**config.mk**
```make
export PLATFORM = sky130hd
export DESIGN_NAME = branch_predictor_top
export DESIGN_NICKNAME = d
export VERILOG_FILES = /design/src/bp_pkg.sv /design/src/branch_predictor_top.sv /design/src/bp_csr.sv /design/src/fetch_pc_unit.sv /design/src/branch_target_buffer.sv /design/src/priority_encoder.sv
export SDC_FILE = /design/constraint.sdc
export NUM_CORES = 1
export LEC_CHECK = 0
export BUFFER_PORTS_ARGS = -buffer_cell sky130_fd_sc_hd__buf_2
export CORE_AREA = 2 2 291 293
export CTS_BUF_LIST = sky130_fd_sc_hd__clkbuf_4
export DETAILED_ROUTE_END_ITERATION = 12
export DIE_AREA = 0 0 293 295
export HOLD_SLACK_MARGIN = 0.12
export PLACE_DENSITY = 0.68
export SLEW_MARGIN = 10
export SYNTH_ARGS = -nofsm -noshare
export SYNTH_HDL_FRONTEND = slang
export SYNTH_SLANG_ARGS = --single-unit
```
**constraint.sdc**
```tcl
create_clock -name clk -period 8.8 [get_ports clk]
set_input_delay 0 -clock clk [delete_from_list [all_inputs] [get_ports clk]]
set_output_delay 0 -clock clk [all_outputs]
set_load 0.05 [all_outputs]
```
**src/bp_pkg.sv**
```systemverilog
`default_nettype none

package bp_pkg;

  localparam int ADDR_WIDTH = 32;
  localparam int CSR_ADDR_WIDTH = 2;

  typedef logic [ADDR_WIDTH-1:0] pc_t;

  // two-bit saturating counter, one-hot.
  typedef enum logic [3:0] {
    strong_taken     = 4'b0001,
    weak_taken       = 4'b0010,
    weak_not_taken   = 4'b0100,
    strong_not_taken = 4'b1000
  } dir_state_t;

  // from execute, one entry per resolved branch.
  typedef struct packed {
    logic valid;    // one-cycle strobe.
    pc_t  pc;       // pc of the branch itself.
    pc_t  target;
    logic taken;
    logic redirect; // mispredict seen in execute.
    pc_t  next_pc;  // correct continuation.
  } resolve_t;

  // answer of the btb for the current fetch pc.
  typedef struct packed {
    logic hit;
    logic predict_taken;
    pc_t  target;
  } lookup_t;

endpackage

`default_nettype wire
```
**src/branch_predictor_top.sv**
```systemverilog
`default_nettype none

module branch_predictor_top #(
  parameter int          BTB_ENTRIES = 8,
  parameter bp_pkg::pc_t RESET_PC    = 32'h0000_1000
) (
  input  logic                              clk,
  input  logic                              reset,
  input  logic                              fetch_enable,
  input  logic                              csr_write,
  input  logic [bp_pkg::CSR_ADDR_WIDTH-1:0] csr_addr,
  input  logic [31:0]                       csr_wdata,
  output logic [31:0]                       csr_rdata,
  input  bp_pkg::resolve_t                  resolve,
  output bp_pkg::pc_t                       fetch_pc
);

  import bp_pkg::*;

  logic    lookup_enable;
  logic    flush;
  lookup_t lookup;

  bp_csr u_csr (
    .clk          (clk),
    .reset        (reset),
    .fetch_enable (fetch_enable),
    .csr_write    (csr_write),
    .csr_addr     (csr_addr),
    .csr_wdata    (csr_wdata),
    .csr_rdata    (csr_rdata),
    .lookup       (lookup),
    .lookup_enable(lookup_enable),
    .flush        (flush)
  );

  branch_target_buffer #(
    .BTB_ENTRIES(BTB_ENTRIES)
  ) u_btb (
    .clk          (clk),
    .reset        (reset),
    .lookup_enable(lookup_enable),
    .flush        (flush),
    .pc           (fetch_pc),
    .lookup       (lookup),
    .resolve      (resolve)
  );

  fetch_pc_unit #(
    .RESET_PC(RESET_PC)
  ) u_fetch (
    .clk         (clk),
    .reset       (reset),
    .fetch_enable(fetch_enable),
    .lookup      (lookup),
    .resolve     (resolve),
    .fetch_pc    (fetch_pc)
  );

endmodule

`default_nettype wire

```
**src/bp_csr.sv**
```systemverilog
`default_nettype none

module bp_csr (
  input  logic                              clk,
  input  logic                              reset,
  input  logic                              fetch_enable,
  input  logic                              csr_write,
  input  logic [bp_pkg::CSR_ADDR_WIDTH-1:0] csr_addr,
  input  logic [31:0]                       csr_wdata,
  output logic [31:0]                       csr_rdata,
  input  bp_pkg::lookup_t                   lookup,
  output logic                              lookup_enable,
  output logic                              flush
);

  import bp_pkg::*;

  localparam logic [CSR_ADDR_WIDTH-1:0] ADDR_CTRL   = 2'd0;
  localparam logic [CSR_ADDR_WIDTH-1:0] ADDR_FLUSH  = 2'd1;
  localparam logic [CSR_ADDR_WIDTH-1:0] ADDR_LOOKUP = 2'd2;
  localparam logic [CSR_ADDR_WIDTH-1:0] ADDR_TAKEN  = 2'd3;

  logic        enable_q;
  logic [31:0] lookup_count;
  logic [31:0] taken_count;
  logic        predicted;

  assign lookup_enable = enable_q;

  // single-cycle pulse, lands on the buffer at the end of the write cycle.
  assign flush = csr_write && (csr_addr == ADDR_FLUSH);

  assign predicted = lookup.hit && lookup.predict_taken;

  always_ff @(posedge clk) begin
    if (reset) begin
      enable_q <= 1'b1;
    end else if (csr_write && csr_addr == ADDR_CTRL) begin
      enable_q <= csr_wdata[0];
    end
  end

  // statistics, free running and wrapping.
  always_ff @(posedge clk) begin
    if (reset) begin
      lookup_count <= '0;
      taken_count  <= '0;
    end else if (fetch_enable) begin
      lookup_count <= lookup_count + 1'b1;
      if (predicted) begin
        taken_count <= taken_count + 1'b1;
      end
    end
  end

  always_comb begin
    case (csr_addr)
      ADDR_CTRL:   csr_rdata = {31'd0, enable_q};
      ADDR_FLUSH:  csr_rdata = '0; // write-only.
      ADDR_LOOKUP: csr_rdata = lookup_count;
      ADDR_TAKEN:  csr_rdata = taken_count;
      default:     csr_rdata = '0;
    endcase
  end

endmodule

`default_nettype wire

```
**src/fetch_pc_unit.sv**
```systemverilog
`default_nettype none

module fetch_pc_unit #(
  parameter bp_pkg::pc_t RESET_PC = 32'h0000_1000
) (
  input  logic             clk,
  input  logic             reset,
  input  logic             fetch_enable,
  input  bp_pkg::lookup_t  lookup,
  input  bp_pkg::resolve_t resolve,
  output bp_pkg::pc_t      fetch_pc
);

  import bp_pkg::*;

  localparam pc_t PC_STEP = 4;

  pc_t seq_pc;
  pc_t predicted_pc;
  logic mispredict;

  assign seq_pc     = fetch_pc + PC_STEP;
  assign mispredict = resolve.valid && resolve.redirect;

  // predicted target only on a taken-half hit.
  assign predicted_pc = (lookup.hit && lookup.predict_taken) ? lookup.target : seq_pc;

  always_ff @(posedge clk) begin
    if (reset) begin
      fetch_pc <= RESET_PC;
    end else if (mispredict) begin
      fetch_pc <= resolve.next_pc; // execute overrides fetch.
    end else if (fetch_enable) begin
      fetch_pc <= predicted_pc;
    end
  end

endmodule

`default_nettype wire

```
**src/branch_target_buffer.sv**
```systemverilog
`default_nettype none

module branch_target_buffer #(
  parameter int BTB_ENTRIES = 8
) (
  input  logic              clk,
  input  logic              reset,
  input  logic              lookup_enable,
  input  logic              flush,
  input  bp_pkg::pc_t       pc,
  output bp_pkg::lookup_t   lookup,
  input  bp_pkg::resolve_t  resolve
);

  import bp_pkg::*;

  localparam int IDX_W = $clog2(BTB_ENTRIES);

  pc_t        key_q    [BTB_ENTRIES];
  pc_t        target_q [BTB_ENTRIES];
  dir_state_t state_q  [BTB_ENTRIES];
  logic [BTB_ENTRIES-1:0] valid_q;

  logic [IDX_W-1:0] alloc_ptr;
  logic [IDX_W-1:0] alloc_ptr_next;

  logic [BTB_ENTRIES-1:0] lookup_match;
  logic [BTB_ENTRIES-1:0] update_match;
  logic [IDX_W-1:0]       lookup_idx;
  logic [IDX_W-1:0]       update_idx;
  logic                   lookup_hit;
  logic                   update_hit;
  dir_state_t             lookup_state;

  // one step toward the observed outcome, saturating at both ends.
  function automatic dir_state_t step_state(input dir_state_t state, input logic taken);
    dir_state_t next_state;
    case (state)
      strong_taken:     next_state = taken ? strong_taken : weak_taken;
      weak_taken:       next_state = taken ? strong_taken : weak_not_taken;
      weak_not_taken:   next_state = taken ? weak_taken : strong_not_taken;
      strong_not_taken: next_state = taken ? weak_not_taken : strong_not_taken;
      default:          next_state = taken ? strong_taken : strong_not_taken;
    endcase
    return next_state;
  endfunction

  // full-pc compare, any direction state counts as a match.
  always_comb begin
    for (int i = 0; i < BTB_ENTRIES; i++) begin
      lookup_match[i] = lookup_enable && valid_q[i] && (key_q[i] == pc);
      update_match[i] = valid_q[i] && (key_q[i] == resolve.pc);
    end
  end

  priority_encoder #(
    .WIDTH(BTB_ENTRIES)
  ) u_lookup_enc (
    .match_vec(lookup_match),
    .index    (lookup_idx),
    .any_match(lookup_hit)
  );

  priority_encoder #(
    .WIDTH(BTB_ENTRIES)
  ) u_update_enc (
    .match_vec(update_match),
    .index    (update_idx),
    .any_match(update_hit)
  );

  assign lookup_state = state_q[lookup_idx];

  always_comb begin
    lookup.hit           = lookup_hit;
    lookup.predict_taken = lookup_hit &&
                           (lookup_state == strong_taken || lookup_state == weak_taken);
    lookup.target        = target_q[lookup_idx];
  end

  assign alloc_ptr_next = (alloc_ptr == IDX_W'(BTB_ENTRIES - 1)) ? '0 : alloc_ptr + 1'b1;

  // table contents.
  always_ff @(posedge clk) begin
    if (resolve.valid) begin
      if (update_hit) begin
        if (resolve.taken) begin
          target_q[update_idx] <= resolve.target; // keep last taken target.
        end
        state_q[update_idx] <= step_state(state_q[update_idx], resolve.taken);
      end else begin
        key_q[alloc_ptr]    <= resolve.pc;
        target_q[alloc_ptr] <= resolve.target;
        state_q[alloc_ptr]  <= resolve.taken ? strong_taken : strong_not_taken;
      end
    end
  end

  // valid bits and round-robin pointer; flush beats a same-cycle update.
  always_ff @(posedge clk) begin
    if (reset || flush) begin
      valid_q   <= '0;
      alloc_ptr <= '0;
    end else if (resolve.valid && !update_hit) begin
      valid_q[alloc_ptr] <= 1'b1;
      alloc_ptr          <= alloc_ptr_next;
    end
  end

endmodule

`default_nettype wire

```
**src/priority_encoder.sv**
```systemverilog
`default_nettype none

module priority_encoder #(
  parameter int WIDTH = 8
) (
  input  logic [WIDTH-1:0]         match_vec,
  output logic [$clog2(WIDTH)-1:0] index,
  output logic                     any_match
);

  // scan downward so the lowest set bit is the last one assigned.
  always_comb begin
    index = '0;
    for (int i = WIDTH - 1; i >= 0; i--) begin
      if (match_vec[i]) begin
        index = ($clog2(WIDTH))'(i);
      end
    end
  end

  assign any_match = |match_vec;

endmodule

`default_nettype wire

```
Word-level counts from Yosys, hierarchy flattened --
Memories as Yosys holds them, arrays and structs flattened. Cells that the tools add are included.
Storage, ports and cells: bits in registers 108, memory bits (writable) 544, input bits 137, memories 3
Cells by class: add/subtract/negate cells 4, magnitude comparators 2, eq/ne operators 26, multiplexer cells 47, bitwise operators 1, reductions and logical operators 41
Memories:
- u_btb.key_q | words 8, bits a word 32, rd ports 8, clocked after memory_dff 0, wr ports 1, RTL line branch_target_buffer.sv:19 | pc_t key_q [BTB_ENTRIES];
- u_btb.target_q | words 8, bits a word 32, rd ports 1, clocked after memory_dff 0, wr ports 1, RTL line branch_target_buffer.sv:20 | pc_t target_q [BTB_ENTRIES];
- u_btb.state_q | words 8, bits a word 4, rd ports 2, clocked after memory_dff 0, wr ports 1, RTL line branch_target_buffer.sv:21 | dir_state_t state_q [BTB_ENTRIES];
Operators with widths (count):
- $eq A32 B32 Y1 | 16
- $mux W32 | 4
- $pmux W32 S4 | 1
- $add A32 B1 Y32 const B | 2
- $mux W3 | 20
- $add A32 B3 Y32 const B | 1
- $reduce_or A32 Y1 | 1
- $logic_and A1 B1 Y1 | 31
- $mux W4 | 6
- $pmux W4 S4 | 1
- $reduce_or A8 Y1 | 2
- $mux W1 | 13
- $eq A4 B1 Y1 const B | 2
- $eq A4 B2 Y1 const B | 2
- $or A8 B8 Y8 | 1
- $eq A2 B2 Y1 const B | 2
- $eq A4 B3 Y1 const B | 1
- $eq A4 B4 Y1 const B | 1
- $lt A3 B4 Y1 const B | 1
- $reduce_or A4 Y1 | 1
- $add A3 B1 Y3 const B | 1
- $demux W1 S3 | 1
- $eq A3 B3 Y1 const B | 1
- $ge A3 B1 Y1 const B | 1
- 7 further kinds | 8

Logic depth before layout (Yosys ltp) --
An unclocked memory read counts as a cell.
word-level depth 19, gate-level depth with buffers 19, mapped depth without buffers 12

Cells and area by module --
Synthesis repeated with hierarchy kept, for this count alone.
Second synthesis, totals: cell total of the unflattened synthesis 2357, area, all modules 31500.2 um2
By module, submodules not included:
- branch_target_buffer | instances 1, cells each 1559, area an instance 25191.7 um2, seq. area each 16555.9 um2
- bp_csr | instances 1, cells each 438, area an instance 3767.4 um2, seq. area each 1301.2 um2
- fetch_pc_unit | instances 1, cells each 334, area an instance 2378.5 um2, seq. area each 640.6 um2
- priority_encoder | instances 2, cells each 13, area an instance 81.3 um2, seq. area each 0.0 um2

Worst setup path after synthesis --
No wires, ideal clock.
path kind reg2reg, from memory u_btb.key_q[1][28] in the netlist's numbering, to memory u_btb.key_q[2][0] in the netlist's numbering, enable pin, library setup time 505 ps, arrival time 4810 ps, data required time 8295 ps, setup slack 3486 ps, stages on the path, launching flop included 10, path buffers 1, cell sequence edfxtp_1 > xor2_1 > nor4_1 > and3_1 > nand3_1 > and2_1 > nand3_1 > or3_1 > clkbuf_1 > nor4_1
RTL lines (RTL line):
- start: declaration | branch_target_buffer.sv:19

Worst setup path in the final report --
from register u_fetch.fetch_pc[16], to register u_fetch.fetch_pc[20]
On the way: word-level cells in the longest chain between the ends 18, elaborated cells on any way between the ends 36, classes of those cells 1 x add/sub; 10 x eq/ne; 11 x mux; 12 x reduce/logical; 2 x memory
Ends and longest elaborated chain:
- start: declaration | RTL line fetch_pc_unit.sv:11 | output bp_pkg::pc_t fetch_pc
- start signal: assignment | RTL line fetch_pc_unit.sv:32 | fetch_pc <= resolve.next_pc;
- start signal: assignment | RTL line fetch_pc_unit.sv:34 | fetch_pc <= predicted_pc;
- $eq A32 B32 Y1 | RTL line branch_target_buffer.sv:51 | lookup_match[i] = lookup_enable && valid_q[i] && (key_q[i] == pc);
- $logic_and A1 B1 Y1 | RTL line branch_target_buffer.sv:51
- $mux W3 (8 in a row) | RTL line priority_encoder.sv:15 | if (match_vec[i]) begin
- $mem_v2 Z8 W4
- $eq A4 B1 Y1 / $eq A4 B2 Y1 (equally long branches) | RTL line branch_target_buffer.sv:77 | (lookup_state == strong_taken || lookup_state == weak_taken);
- $logic_or A1 B1 Y1 | RTL line branch_target_buffer.sv:77
- $logic_and A1 B1 Y1 | RTL line branch_target_buffer.sv:76 | lookup.predict_taken = lookup_hit &&
- $logic_and A1 B1 Y1 | RTL line fetch_pc_unit.sv:26 | assign predicted_pc = (lookup.hit && lookup.predict_taken) ? lookup.target : seq_pc;
- $mux W32 (*) | RTL line fetch_pc_unit.sv:26
- $mux W32 (*) | RTL line fetch_pc_unit.sv:33 | end else if (fetch_enable) begin
- $mux W32 (*) | RTL line fetch_pc_unit.sv:31 | end else if (mispredict) begin
Mark *: on every way between the ends. The rest lies on a longest branch, timed or not. The select of a mux whose other input is x is not followed. A chain may end at the register's enable or synchronous reset.

==> flow_summary_export.csv <==
group,metric,value,unit
status,outcome,"finished, final reports clean",
clocking,clock-root-buffer,"clkbuf_4",
power_and_ir_drop,p_per_area,171,nW/um2
setup_path,cp.arrival,7.67,ns
logic_synthesis,synth_simple_gate_area_share,14.8,%
clocking,insertion_delay,1.06,ns
logic_synthesis,syn_inst,2816,
logic_synthesis,syn-num-nets,2958,
logic_synthesis,synth-adder-area-share,0.190,%
flow_run,cap_violations,0,
logic_synthesis,syn_area,33000,um2
logic_synthesis,synth_top_family_by_area,"simple AND/OR/NAND/NOR gates",
floorplan,die-area,86400,um2
logic_synthesis,synthMuxAreaShare,5.95,%
logic_synthesis,ys_ff_latch,652,
setup_path,critPathCaptureType,"flip-flop",
detailed_routing,met1_length,45700,um
place,hpwl,70600,um
logic_synthesis,synth_top_area_share,49.6,%
clocking,cts.sinks,652,
sta,grt_setup_unrepaired,"false",
clocking,clk_pin_slew_worst_paths,0.07,ns
detailed_routing,vias,26103,
cells_and_area,fillers,7408,
logic_synthesis,synthArstFlopShare,0,%
floorplan,core_area,83200,um2
floorplan,fp.dieW,293,um
detailed_routing,routed_wl,116000,um
logic_synthesis,synth-compound-area-share,5.43,%
clocking,cts_tree,"yes",
detailed_routing,met2_length,51200,um
logic_synthesis,synth_xor_area_share,14.7,%
grt,grt_pass1_wl,166000,um
sta,hold_viol_final,0,
logic_synthesis,yosysUniqueCellTypes,80,
logic_synthesis,synthTopCellsByArea,"edfxtp_1, xor2_1, dfxtp_1, mux2i_1, xnor2_1",
setup_path,ff2ff_path_depth,15,
clocking,cts.path.max_buffers,3,
cells_and_area,final_common_cell,"edfxtp_1",
grt,grt_pass1_vias,25166,
sta,relSlewSlack,17.4,%
detailed_routing,wl_per_cell,25.5,um
detailed_routing,drt_pre_antenna_iters,9,
min_path,min_path_type,"in2reg",
logic_synthesis,syn_area_per_cell,11.7,um2
sta,finalSetupViolCount,0,
clocking,h-tree-depth,4,
logic_synthesis,synth_warnings,0,
grt,antenna_found_initial,14,
grt,grtUsageTotal,26.4,%
detailed_routing,post-route-drc-count,0,
setup_path,worstPathMaxFanout,42,
sta,period_needed,6.79,ns
logic_synthesis,synth.yosys.seq_area_share,56.1,%
logic_synthesis,ys.flop_type,"edfxtp_1",
place,gp_congestion,0.983,
floorplan,initial_core_util,39.6,%
detailed_routing,dr_wl_met3,12800,um
sta,slew_viol_final,0,
logic_synthesis,synth_area_leader_cell,"edfxtp_1",
sta,fmax,147,MHz
setup_path,cp-start-kind,"flip-flop",
cells_and_area,drive_gt1_share,16.6,%
cells_and_area,area_growth,21.4,%
power_and_ir_drop,leakage,14.5,nW
sta,fin_crit_sh,77.2,%
logic_synthesis,synth_edf_count,544,
min_path,holdPathStages,4,
grt,overflow,0,
sta,clock_skew,0.0876,ns
detailed_routing,top_layer,"met5",
cells_and_area,layout_common_cells,"edfxtp_1, xor2_1, dlygate4sd3_1, clkbuf_4, nand2_1",
floorplan,row_count,106,
cells_and_area,nNetsFinal,3486,
detailed_routing,ant_nets,0,
power_and_ir_drop,irDropWorstVdd,111,uV
floorplan,pin_count,201,
detailed_routing,drt-initial-drc-count,3279,
place,pre_cts_ws,2.79,ns
setup_path,critPathKind,"reg2reg",
grt,grt_max_degree,70,
setup_path,required,9.68,ns
place,portBuffers,169,
sta,tns,0,ns
floorplan,die_y,295,um
sta,tightest_slew,1.23,ns
sta,setup_ws,2.01,ns
clocking,cts-buffers-inserted,170,
detailed_routing,vias_per_cell,5.73,
[kinds of logic (layout without fill, tap and decap cells)]
family                   count (synthesis)  count (layout)
AND/OR/NAND/NOR                        967             967
flip-flops                             652             652
XOR/XNOR                               554             554
AO/OA/AOI/OAI                          241             241
buffers and inverters                  203             861
multiplexers                           194             194
adder cells (fa/ha/maj)                  5               5
other                                    0               4
[registers in the layout, indices dropped and copies added, names as in the netlist]
register and cells:
u_btb.key_q 256, u_btb.target_q 256, u_btb.state_q 32, u_csr.lookup_count 32
u_csr.taken_count 32, u_fetch.fetch_pc 32, u_btb.valid_q 8, u_btb.alloc_ptr 3
u_csr.lookup_enable 1
[worst max-delay path, stage by stage, from the launching register on]
cell and delay (ns):
dfxtp_1 1.11, xor2_1 0.19, nor4_1 0.44, nand3b_1 0.15, nor4_1 0.61, a21oi_1 0.16, o2bb2ai_4 0.22, buf_4 0.53
mux2i_1 0.45, mux2i_1 0.22, a221oi_1 1.07, a21oi_1 0.20, buf_4 0.28, mux2_2 0.28, a22o_1 0.19, dlygate4sd3_1 0.55
[routing by layer]
| metal | track usage (%) | vias to the layer above |
|---|---|---|
| met3 | 7.10 | 398 |
| li1 | - | 11450 |
| met4 | 15.0 | 14 |
| met5 | 0 | - |
| met2 | 40.3 | 1624 |
| met1 | 34.2 | 12617 |
[stage by stage]
step	power (W)	area (um2)	hold slack (ns)	std cells	utilization, %
after detailed placement	0.00411	35100	0.224	3985	42.3
after floorplan	0.00385	33000	0.0989	2816	-
after CTS	0.00686	40000	0.134	4554	48.1
after global placement	0.00411	35100	0.214	3985	42.3
final	0.00683	40000	0.228	4558	48.1
after global routing	0.00707	40000	0.178	4557	48.1
[power breakdown]
group / internal [W] / switching (W)
Clock: 0.00129 / 0.00136
Sequential: 0.00340 / 0.0000482
Combinational: 0.000255 / 0.000477
Total: 0.00494 / 0.00189
[what timing repair did]
action                    in CTS  in global routing
resized for setup              0                  0
hold buffers                 267                  0
hold endpoints to repair     848                  0
setup buffers                  0                  0
[synthesized netlist by cell type, drive strengths merged, types with 5 or more instances]
| cell | count |
|---|---|
| a2111oi | 14 |
| a211oi | 24 |
| a21o | 16 |
| a21oi | 54 |
| a311o | 5 |
| a311oi | 11 |
| a31o | 6 |
| a31oi | 16 |
| and2 | 12 |
| and3 | 43 |
| and4 | 11 |
| buf | 71 |
| clkbuf | 95 |
| dfxtp | 108 |
| edfxtp | 544 |
| ha | 5 |
| inv | 36 |
| mux2 | 15 |
| mux2i | 179 |
| nand2 | 234 |
| nand3 | 135 |
| nand3b | 5 |
| nand4 | 82 |
| nor2 | 196 |
| nor2b | 18 |
| nor3 | 49 |
| nor3b | 5 |
| nor4 | 134 |
| o211ai | 7 |
| o21a | 8 |
| o21ai | 27 |
| o31ai | 10 |
| or3 | 15 |
| or4 | 12 |
| xnor2 | 142 |
| xor2 | 412 |
[path summary, 6_finish.rpt]
| kind | from | end | slack (ns) |
|---|---|---|---|
| worst max-delay path | u_fetch.fetch_pc[16] | u_fetch.fetch_pc[20] | 2.01 |
| worst min-delay path | resolve[33] | u_btb.state_q[7][2] | 0.23 |
| worst max register to register | u_fetch.fetch_pc[16] | u_fetch.fetch_pc[20] | 2.01 |
| worst min register to register | u_btb.valid_q[2] | u_btb.valid_q[2] | 0.50 |
[cell type report]
type | count | area [um2] | area share (%)
Clock buffer | 238 | 1790 | 4.47
Antenna cell | 4 | 10.0 | 0.0250
Multi-Input combinational cell | 1961 | 13700 | 34.1
Sequential cell | 652 | 18500 | 46.2
Tap cell | 1080 | 1350 | 3.38
Timing Repair Buffer | 522 | 4170 | 10.4
Clock inverter | 64 | 402 | 1.00
Inverter | 37 | 139 | 0.347
(Power assumes the default switching activity.)
